**src/router_pkg.sv**
```systemverilog
`default_nettype none

package router_pkg;

    localparam int DATA_WIDTH     = 8;
    localparam int NUM_PORTS      = 3;
    localparam int ADDR_WIDTH     = 2;
    localparam int LENGTH_WIDTH   = 6;
    localparam int FIFO_DEPTH     = 16;
    localparam int PTR_WIDTH      = 4;
    localparam int TIMEOUT_CYCLES = 30;
    localparam int TIMER_WIDTH    = 5;

    // Packet controller states
    typedef enum logic [2:0] {
        decode_address  = 3'd0,
        wait_empty      = 3'd1,
        load_first_data = 3'd2,
        load_data       = 3'd3,
        fifo_full_wait  = 3'd4,
        check_parity    = 3'd5
    } fsm_state_t;

    // Header byte as seen by the decoder
    typedef struct packed {
        logic [LENGTH_WIDTH-1:0] length;
        logic [ADDR_WIDTH-1:0]   addr;
    } header_fields_t;

    typedef union packed {
        logic [DATA_WIDTH-1:0] raw;
        header_fields_t        fields;
    } packet_header_t;

endpackage

`default_nettype wire

```
**src/router_fifo.sv**
```systemverilog
`default_nettype none

module router_fifo (
    input  wire                              clock,
    input  wire                              resetn,
    input  wire                              soft_reset,
    input  wire                              write_enb,
    input  wire                              read_enb,
    input  wire  [router_pkg::DATA_WIDTH-1:0] data_in,
    output logic [router_pkg::DATA_WIDTH-1:0] data_out,
    output logic                             full,
    output logic                             empty
);

    logic [router_pkg::DATA_WIDTH-1:0] mem [router_pkg::FIFO_DEPTH];
    logic [router_pkg::PTR_WIDTH-1:0]  wr_ptr;
    logic [router_pkg::PTR_WIDTH-1:0]  rd_ptr;
    logic [router_pkg::PTR_WIDTH:0]    count;
    logic                              do_write;
    logic                              do_read;

    assign do_write = write_enb && !full;
    assign do_read  = read_enb && !empty;
    assign full     = (int'(count) == router_pkg::FIFO_DEPTH);
    assign empty    = (count == '0);

    always_ff @(posedge clock) begin
        if (do_write) begin
            mem[wr_ptr] <= data_in;
        end
    end

    // Pointers wrap naturally at the depth
    always_ff @(posedge clock) begin
        if (!resetn || soft_reset) begin
            wr_ptr <= '0;
            rd_ptr <= '0;
            count  <= '0;
        end else begin
            if (do_write) begin
                wr_ptr <= wr_ptr + 1'b1;
            end
            if (do_read) begin
                rd_ptr <= rd_ptr + 1'b1;
            end
            case ({do_write, do_read})
                2'b10:   count <= count + 1'b1;
                2'b01:   count <= count - 1'b1;
                default: count <= count;
            endcase
        end
    end

    // Popped byte holds until the next pop
    always_ff @(posedge clock) begin
        if (!resetn || soft_reset) begin
            data_out <= '0;
        end else if (do_read) begin
            data_out <= mem[rd_ptr];
        end
    end

    a_no_overflow: assert property (
        @(posedge clock) disable iff (!resetn)
        full |-> !write_enb
    ) else $error("write into a full FIFO");

endmodule

`default_nettype wire

```
**src/router_port_watch.sv**
```systemverilog
`default_nettype none

module router_port_watch (
    input  wire  clock,
    input  wire  resetn,
    input  wire  empty,
    input  wire  read_enb,
    output logic vld_out,
    output logic soft_reset
);

    logic [router_pkg::TIMER_WIDTH-1:0] timer;
    logic                               idle;
    logic                               expire;

    // Data waiting and nobody reading
    assign idle   = vld_out && !read_enb;
    assign expire = idle && (int'(timer) == router_pkg::TIMEOUT_CYCLES - 1);

    always_ff @(posedge clock) begin
        if (!resetn) begin
            vld_out    <= 1'b0;
            soft_reset <= 1'b0;
            timer      <= '0;
        end else begin
            soft_reset <= expire;
            // Keep vld_out low until the flush has emptied the FIFO
            vld_out    <= !empty && !expire && !soft_reset;
            if (idle && !expire) begin
                timer <= timer + 1'b1;
            end else begin
                timer <= '0;
            end
        end
    end

endmodule

`default_nettype wire

```
**src/router_sync.sv**
```systemverilog
`default_nettype none

module router_sync (
    input  wire                              clock,
    input  wire                              resetn,
    input  wire  [router_pkg::DATA_WIDTH-1:0] data_in,
    input  wire                              detect_add,
    input  wire                              packet_valid,
    input  wire                              write_enb_reg,
    input  wire                              empty_0,
    input  wire                              empty_1,
    input  wire                              empty_2,
    input  wire                              full_0,
    input  wire                              full_1,
    input  wire                              full_2,
    output logic [router_pkg::NUM_PORTS-1:0]  write_enb,
    output logic                             dest_empty,
    output logic                             dest_full
);

    router_pkg::packet_header_t        header;
    logic [router_pkg::ADDR_WIDTH-1:0] addr;

    assign header = data_in;

    always_ff @(posedge clock) begin
        if (!resetn) begin
            addr <= '0;
        end else if (detect_add && packet_valid &&
                     int'(header.fields.addr) < router_pkg::NUM_PORTS) begin
            addr <= header.fields.addr;
        end
    end

    // Steer the write strobe to the latched port
    always_comb begin
        for (int i = 0; i < router_pkg::NUM_PORTS; i++) begin
            write_enb[i] = write_enb_reg && (int'(addr) == i);
        end
    end

    always_comb begin
        case (addr)
            2'd0:    {dest_empty, dest_full} = {empty_0, full_0};
            2'd1:    {dest_empty, dest_full} = {empty_1, full_1};
            2'd2:    {dest_empty, dest_full} = {empty_2, full_2};
            default: {dest_empty, dest_full} = 2'b00;
        endcase
    end

endmodule

`default_nettype wire

```
**src/router_register.sv**
```systemverilog
`default_nettype none

module router_register (
    input  wire                              clock,
    input  wire                              resetn,
    input  wire                              packet_valid,
    input  wire  [router_pkg::DATA_WIDTH-1:0] data_in,
    input  wire                              detect_add,
    input  wire                              lfd_state,
    input  wire                              ld_state,
    input  wire                              rst_int_reg,
    output logic [router_pkg::DATA_WIDTH-1:0] dout,
    output logic                             err
);

    router_pkg::packet_header_t        header;
    logic [router_pkg::DATA_WIDTH-1:0] header_hold;
    logic [router_pkg::DATA_WIDTH-1:0] parity;
    logic                              mismatch;
    logic                              header_accept;

    assign header        = data_in;
    assign header_accept = detect_add && packet_valid &&
                           (int'(header.fields.addr) < router_pkg::NUM_PORTS);

    // Header held until the destination FIFO has drained
    always_ff @(posedge clock) begin
        if (header_accept) begin
            header_hold <= header.raw;
        end
    end

    // Running XOR, seeded with the header
    always_ff @(posedge clock) begin
        if (header_accept) begin
            parity <= header.raw;
        end else if (ld_state && packet_valid) begin
            parity <= parity ^ data_in;
        end
    end

    always_ff @(posedge clock) begin
        if (!resetn) begin
            mismatch <= 1'b0;
            err      <= 1'b0;
        end else begin
            if (ld_state && !packet_valid) begin
                mismatch <= (parity != data_in);
            end
            if (header_accept) begin
                err <= 1'b0;
            end else if (rst_int_reg) begin
                err <= mismatch;
            end
        end
    end

    assign dout = lfd_state ? header_hold : data_in;

endmodule

`default_nettype wire

```
**src/router_fsm.sv**
```systemverilog
`default_nettype none

module router_fsm (
    input  wire                              clock,
    input  wire                              resetn,
    input  wire                              packet_valid,
    input  wire  [router_pkg::DATA_WIDTH-1:0] data_in,
    input  wire                              dest_empty,
    input  wire                              dest_full,
    output logic                             detect_add,
    output logic                             lfd_state,
    output logic                             ld_state,
    output logic                             write_enb_reg,
    output logic                             rst_int_reg,
    output logic                             busy
);

    router_pkg::fsm_state_t     state;
    router_pkg::fsm_state_t     next_state;
    router_pkg::packet_header_t header;

    assign header = data_in;

    always_ff @(posedge clock) begin
        if (!resetn) begin
            state <= router_pkg::decode_address;
        end else begin
            state <= next_state;
        end
    end

    always_comb begin
        next_state = state;
        case (state)
            router_pkg::decode_address: begin
                // Address 3 has no port and is dropped here
                if (packet_valid && int'(header.fields.addr) < router_pkg::NUM_PORTS) begin
                    next_state = router_pkg::wait_empty;
                end
            end
            router_pkg::wait_empty: begin
                if (dest_empty) begin
                    next_state = router_pkg::load_first_data;
                end
            end
            router_pkg::load_first_data: begin
                next_state = router_pkg::load_data;
            end
            router_pkg::load_data: begin
                if (dest_full) begin
                    next_state = router_pkg::fifo_full_wait;
                end else if (!packet_valid) begin
                    // This byte was the parity byte
                    next_state = router_pkg::check_parity;
                end
            end
            router_pkg::fifo_full_wait: begin
                if (!dest_full) begin
                    next_state = router_pkg::load_data;
                end
            end
            router_pkg::check_parity: begin
                next_state = router_pkg::decode_address;
            end
            default: begin
                next_state = router_pkg::decode_address;
            end
        endcase
    end

    assign detect_add    = (state == router_pkg::decode_address);
    assign lfd_state     = (state == router_pkg::load_first_data);
    // Only counts as a load when the byte really goes into the FIFO
    assign ld_state      = (state == router_pkg::load_data) && !dest_full;
    assign write_enb_reg = lfd_state || ld_state;
    assign rst_int_reg   = (state == router_pkg::check_parity);

    // A full FIFO in load_data must also hold the sender, or its byte is lost
    assign busy = (state == router_pkg::wait_empty) ||
                  (state == router_pkg::load_first_data) ||
                  (state == router_pkg::fifo_full_wait) ||
                  (state == router_pkg::check_parity) ||
                  ((state == router_pkg::load_data) && dest_full);

    // The header always lands in a drained destination FIFO
    a_header_into_empty: assert property (
        @(posedge clock) disable iff (!resetn)
        (state == router_pkg::load_first_data) |-> dest_empty
    ) else $error("header written into a non-empty destination FIFO");

    a_no_write_when_full: assert property (
        @(posedge clock) disable iff (!resetn)
        dest_full |-> !write_enb_reg
    ) else $error("write enable raised into a full destination FIFO");

endmodule

`default_nettype wire

```
**src/router_top.sv**
```systemverilog
`default_nettype none

module router_top (
    input  wire                              clock,
    input  wire                              resetn,
    input  wire                              packet_valid,
    input  wire  [router_pkg::DATA_WIDTH-1:0] data_in,
    input  wire                              read_enb_0,
    input  wire                              read_enb_1,
    input  wire                              read_enb_2,
    output logic [router_pkg::DATA_WIDTH-1:0] data_out_0,
    output logic [router_pkg::DATA_WIDTH-1:0] data_out_1,
    output logic [router_pkg::DATA_WIDTH-1:0] data_out_2,
    output logic                             vld_out_0,
    output logic                             vld_out_1,
    output logic                             vld_out_2,
    output logic                             err,
    output logic                             busy
);

    logic [router_pkg::DATA_WIDTH-1:0] dout;
    logic [router_pkg::NUM_PORTS-1:0]  write_enb;
    logic [router_pkg::NUM_PORTS-1:0]  soft_reset;
    logic [router_pkg::NUM_PORTS-1:0]  empty;
    logic [router_pkg::NUM_PORTS-1:0]  full;
    logic detect_add;
    logic lfd_state;
    logic ld_state;
    logic write_enb_reg;
    logic rst_int_reg;
    logic dest_empty;
    logic dest_full;

    router_fsm u_fsm (
        .clock(clock), .resetn(resetn), .packet_valid(packet_valid), .data_in(data_in),
        .dest_empty(dest_empty), .dest_full(dest_full), .detect_add(detect_add),
        .lfd_state(lfd_state), .ld_state(ld_state), .write_enb_reg(write_enb_reg),
        .rst_int_reg(rst_int_reg), .busy(busy)
    );

    router_register u_register (
        .clock(clock), .resetn(resetn), .packet_valid(packet_valid), .data_in(data_in),
        .detect_add(detect_add), .lfd_state(lfd_state), .ld_state(ld_state),
        .rst_int_reg(rst_int_reg), .dout(dout), .err(err)
    );

    router_sync u_sync (
        .clock(clock), .resetn(resetn), .data_in(data_in), .detect_add(detect_add),
        .packet_valid(packet_valid), .write_enb_reg(write_enb_reg),
        .empty_0(empty[0]), .empty_1(empty[1]), .empty_2(empty[2]),
        .full_0(full[0]), .full_1(full[1]), .full_2(full[2]),
        .write_enb(write_enb), .dest_empty(dest_empty), .dest_full(dest_full)
    );

    // One FIFO and one watchdog per output port
    router_fifo u_fifo_0 (
        .clock(clock), .resetn(resetn), .soft_reset(soft_reset[0]),
        .write_enb(write_enb[0]), .read_enb(read_enb_0), .data_in(dout),
        .data_out(data_out_0), .full(full[0]), .empty(empty[0])
    );

    router_fifo u_fifo_1 (
        .clock(clock), .resetn(resetn), .soft_reset(soft_reset[1]),
        .write_enb(write_enb[1]), .read_enb(read_enb_1), .data_in(dout),
        .data_out(data_out_1), .full(full[1]), .empty(empty[1])
    );

    router_fifo u_fifo_2 (
        .clock(clock), .resetn(resetn), .soft_reset(soft_reset[2]),
        .write_enb(write_enb[2]), .read_enb(read_enb_2), .data_in(dout),
        .data_out(data_out_2), .full(full[2]), .empty(empty[2])
    );

    router_port_watch u_watch_0 (
        .clock(clock), .resetn(resetn), .empty(empty[0]), .read_enb(read_enb_0),
        .vld_out(vld_out_0), .soft_reset(soft_reset[0])
    );

    router_port_watch u_watch_1 (
        .clock(clock), .resetn(resetn), .empty(empty[1]), .read_enb(read_enb_1),
        .vld_out(vld_out_1), .soft_reset(soft_reset[1])
    );

    router_port_watch u_watch_2 (
        .clock(clock), .resetn(resetn), .empty(empty[2]), .read_enb(read_enb_2),
        .vld_out(vld_out_2), .soft_reset(soft_reset[2])
    );

endmodule

`default_nettype wire

```
**config.mk**
```make
export PLATFORM = sky130hd
export DESIGN_NAME = router_top
export DESIGN_NICKNAME = d
export VERILOG_FILES = /design/src/router_pkg.sv /design/src/router_fifo.sv /design/src/router_port_watch.sv /design/src/router_sync.sv /design/src/router_register.sv /design/src/router_fsm.sv /design/src/router_top.sv
export SDC_FILE = /design/constraint.sdc
export NUM_CORES = 1
export LEC_CHECK = 0
export BUFFER_PORTS_ARGS = -buffer_cell sky130_fd_sc_hd__buf_4
export CAP_MARGIN = 20
export CORE_MARGIN = 3
export CORE_UTILIZATION = 55
export CTS_BUF_LIST = sky130_fd_sc_hd__clkbuf_8
export CTS_CLUSTER_SIZE = 40
export DETAILED_ROUTE_END_ITERATION = 8
export GPL_TIMING_DRIVEN = 0
export PLACE_DENSITY_LB_ADDON = 0.2
export SYNTH_ARGS = -nofsm -noshare
export SYNTH_HDL_FRONTEND = slang
export SYNTH_SLANG_ARGS = --single-unit
```
**constraint.sdc**
```tcl
create_clock -name clock -period 8.1 [get_ports clock]
set_clock_uncertainty 0.15 [all_clocks]
set_input_delay 0.405 -clock clock [delete_from_list [all_inputs] [get_ports clock]]
set_output_delay 0.405 -clock clock [all_outputs]
set_load 0.02 [all_outputs]
```
==> run_results.csv <==
group,metric,value,unit
status,outcome,"completed",
die,die_w,197,um
logic_synthesis,yosys.area.top_type,"edfxtp_1",
clocking,cts_tree,"done",
layout,syn_to_final_growth,12.6,%
min_path,hold_depth,3,
global_routing,grt_overflow,0,
placement,dpl.cell_count,1823,
critical_path,cpMaxStageDelayCell,"nor4_1",
critical_path,cp-start-kind,"flop",
logic_synthesis,syn_inst,1308,
critical_path,worstSetupPathType,"reg2reg",
critical_path,critPathMostFrequentCell,"clkbuf_1",
clocking,clockBufferDepth,3,
global_routing,grt_pass1_vias,11600,
sta,max-slew-margin-rel,26.0,%
sta,post-route-worst-setup-slack,4470,ps
layout,final_layout_size_suffix_gt1_share,17.6,%
route,vias,11600,
logic_synthesis,synth-seq-area-share,68.8,%
layout,final_cells,1979,
global_routing,grt_usage,22.1,%
layout,fin_area,22600,sq um
critical_path,reg2reg_setup_slack,4470,ps
logic_synthesis,synth-seq-cells,491,
clocking,cts_resized,0,
sta,grt_setup_unrepaired,"false",
logic_synthesis,syn_area_per_cell,15.4,sq um
job,drv_cap,0,
logic_synthesis,synthesis.area,20100,sq um
placement,hpwl,26800,um
sta,hold_viol,0,
critical_path,crit_path_max_fanout,11,
sta,fin_crit,3630,ps
placement,dp_slack,4070,ps
critical_path,cp-end-kind,"flop",
clocking,cts_hold_buf,11,
die,ios,43,
clocking,cts_setup_buffers,0,
sta,max_freq,0.276,GHz
critical_path,cp_cell_sequence,"clkbuf_1 > nor4_1 > a21boi_0 > clkbuf_1 > ha_1 > clkbuf_1 > xor2_1 > ha_1 > a21oi_1 > a22oi_1 > a31oi_1 > mux2i_1",
critical_path,critical_path_arrival,3990,ps
layout,diodes,0,
logic_synthesis,yosysWarnings,0,
die,start_util,56.1,%
placement,place.gp.congestion,0.874,
route,drt_pass1_iterations,5,
sta,finalCritPeriodShare,44.8,%
logic_synthesis,synth.most_common_cell,"edfxtp_1",
clocking,clockRootBuffer,"clkbuf_8",
logic_synthesis,ys_async_sr_fraction,0,%
die,num_rows,69,
critical_path,cp.required,8460,ps
sta,setup_viol_count_final,0,
power,power_density,251,nW/um^2
route,drt-vias-per-instance,5.85,
critical_path,r2r_cells,12,
sta,worst-slew-pin-transition,1110,ps
logic_synthesis,netlist_top_cells_area,"edfxtp_1 (60%), dfxtp_1 (9.1%), mux4_2 (5.7%)",
clocking,clkSinkCount,491,
sta,slew_violations,0,
die,dieHeight,197,um
layout,fin_util,63.1,%
logic_synthesis,synth.top_cell.area_share,59.8,%
clocking,numCtsBuffers,77,
die,core_region_area,35800,sq um
power,power_leakage,7.31,nW
critical_path,cpPeakStageDelay,630,ps
route,drt_iter0_drc,892,
route,final_antenna_net_count,0,
logic_synthesis,synth_commonest_cells,"edfxtp_1 (400), dfxtp_1 (91), mux2i_1 (81), nor2_1 (80), nand2_1 (76)",
logic_synthesis,synth_flop_cell,"edfxtp_1",
global_routing,grt_max_degree,49,
min_path,hp-class,"in2reg",
placement,port_buffers,42,
logic_synthesis,synth_fp_nets,1354,
logic_synthesis,synth_edf_count,400,
placement,dpl_cell_area,21100,sq um
clocking,clk_latency,610,ps
logic_synthesis,ys_types,64,
sta,fin_setup_tns,0,ps
layout,nNetsFinal,1503,
clocking,htree_levels,3,
power,max-vdd-ir-drop,0.135,mV
clocking,clkSlewWorstSetupHoldPaths,60,ps
route,wl_per_cell,21.4,um
die,dieArea,38900,sq um
global_routing,grt_pass1_wl,65900,um
route,wirelength,42400,um
route,drc_errors,0,
global_routing,antenna_found_initial,0,
## worst paths after layout
kind / from / end
setup reg to reg: u_fifo_2.count[2] / u_fifo_2.count[4]
hold / removal: packet_valid / u_fsm.state[2]
setup / recovery: u_fifo_2.count[2] / u_fifo_2.count[4]
hold reg to reg: u_watch_2.timer[0] / u_watch_2.timer[0]
## state kept, by name, summed over array words and instances, names as in the netlist, 8 cells and up
signal,flops
u_fifo_0.data_out,8
u_fifo_2.mem,128
u_fifo_1.data_out,8
u_fifo_1.mem,128
u_register.parity,8
u_register.header_hold,8
u_fifo_2.data_out,8
u_fifo_0.mem,128
## logic make-up after synthesis
| kind of cell | synth area share [%] |
|---|---|
| DFF | 68.8 |
| muxes | 11.5 |
| adders and majority gates | 1.99 |
| xor gates and xnor gates | 2.14 |
| AOI/OAI and AO/OA | 6.91 |
| buffers and inverters | 2.24 |
| and+or+nand+nor | 6.34 |
## critical path: cells and delay by family (launching register included)
kind	cells	cell delay (ps)
AO/OA/AOI/OAI	4	890
buffers and inverters	3	700
AND/OR/NAND/NOR	1	630
adder cells (fa/ha/maj)	2	470
flip-flops	1	310
multiplexers	1	210
XOR/XNOR	1	190
## layout by cell type (no fill, tap or decap), types with 4 or more instances in the layout
master / netlist / final
nand4b_1: 4 / 4
ha_1: 32 / 32
buf_2: 11 / 16
nor4_1: 7 / 7
nand3_1: 14 / 14
xor2_1: 21 / 21
or3_1: 9 / 9
a31oi_1: 25 / 25
nor3_1: 17 / 17
nor2_1: 80 / 80
o2111ai_1: 24 / 24
dfxtp_1: 91 / 91
a2bb2oi_1: 4 / 4
edfxtp_1: 400 / 400
o21ai_0: 32 / 32
buf_1: 6 / 6
a21o_1: 4 / 4
dlygate4sd3_1: 0 / 11
clkbuf_1: 57 / 57
inv_1: 23 / 52
nand2_1: 76 / 76
a211oi_1: 4 / 4
mux2i_1: 81 / 81
buf_4: 6 / 55
clkinv_2: 0 / 8
xnor2_1: 28 / 28
o221ai_1: 21 / 21
mux4_2: 51 / 51
nand2b_1: 20 / 20
a21oi_1: 47 / 47
nand4_1: 7 / 7
nor2b_1: 7 / 7
mux2_2: 32 / 32
a22oi_1: 7 / 7
nand3b_1: 6 / 6
clkinv_1: 1 / 18
clkbuf_8: 0 / 82
## per-stage QoR
step	power (mW)	hold slack, ps
3_3_place_gp	3.82	297
4_1_cts	5.71	16.0
5_1_grt	5.93	45.6
2_1_floorplan	3.54	284
3_5_place_dp	3.85	312
6_report	5.68	58.8
## routing by layer
| metal | track usage [%] | wire length, um | up-vias |
|---|---|---|---|
| met5 | 0 | 0 | - |
| met1 | 31.1 | 18700 | 5731 |
| li1 | - | - | 5367 |
| met4 | 6.60 | 980 | 0 |
| met2 | 35.4 | 20000 | 403 |
| met3 | 4.49 | 2740 | 76 |
## cell type report
cell class	count	area, sq um
inverters	24	90.1
plain buffers	82	359
repair buffers	70	573
clock inverters	58	244
fillers	2620	13200
flip-flops and latches	491	13800
well taps	461	577
clock buffers	82	1130
multi-input cells	711	5810
## power breakdown
part           internal, mW  total [mW]  switching, mW
Sequential             2.94        2.99         0.0535
Clock                 0.936        1.86          0.929
Combinational         0.283       0.826          0.543
Total                  4.16        5.68           1.53
Power figures use the tool's default switching activity.
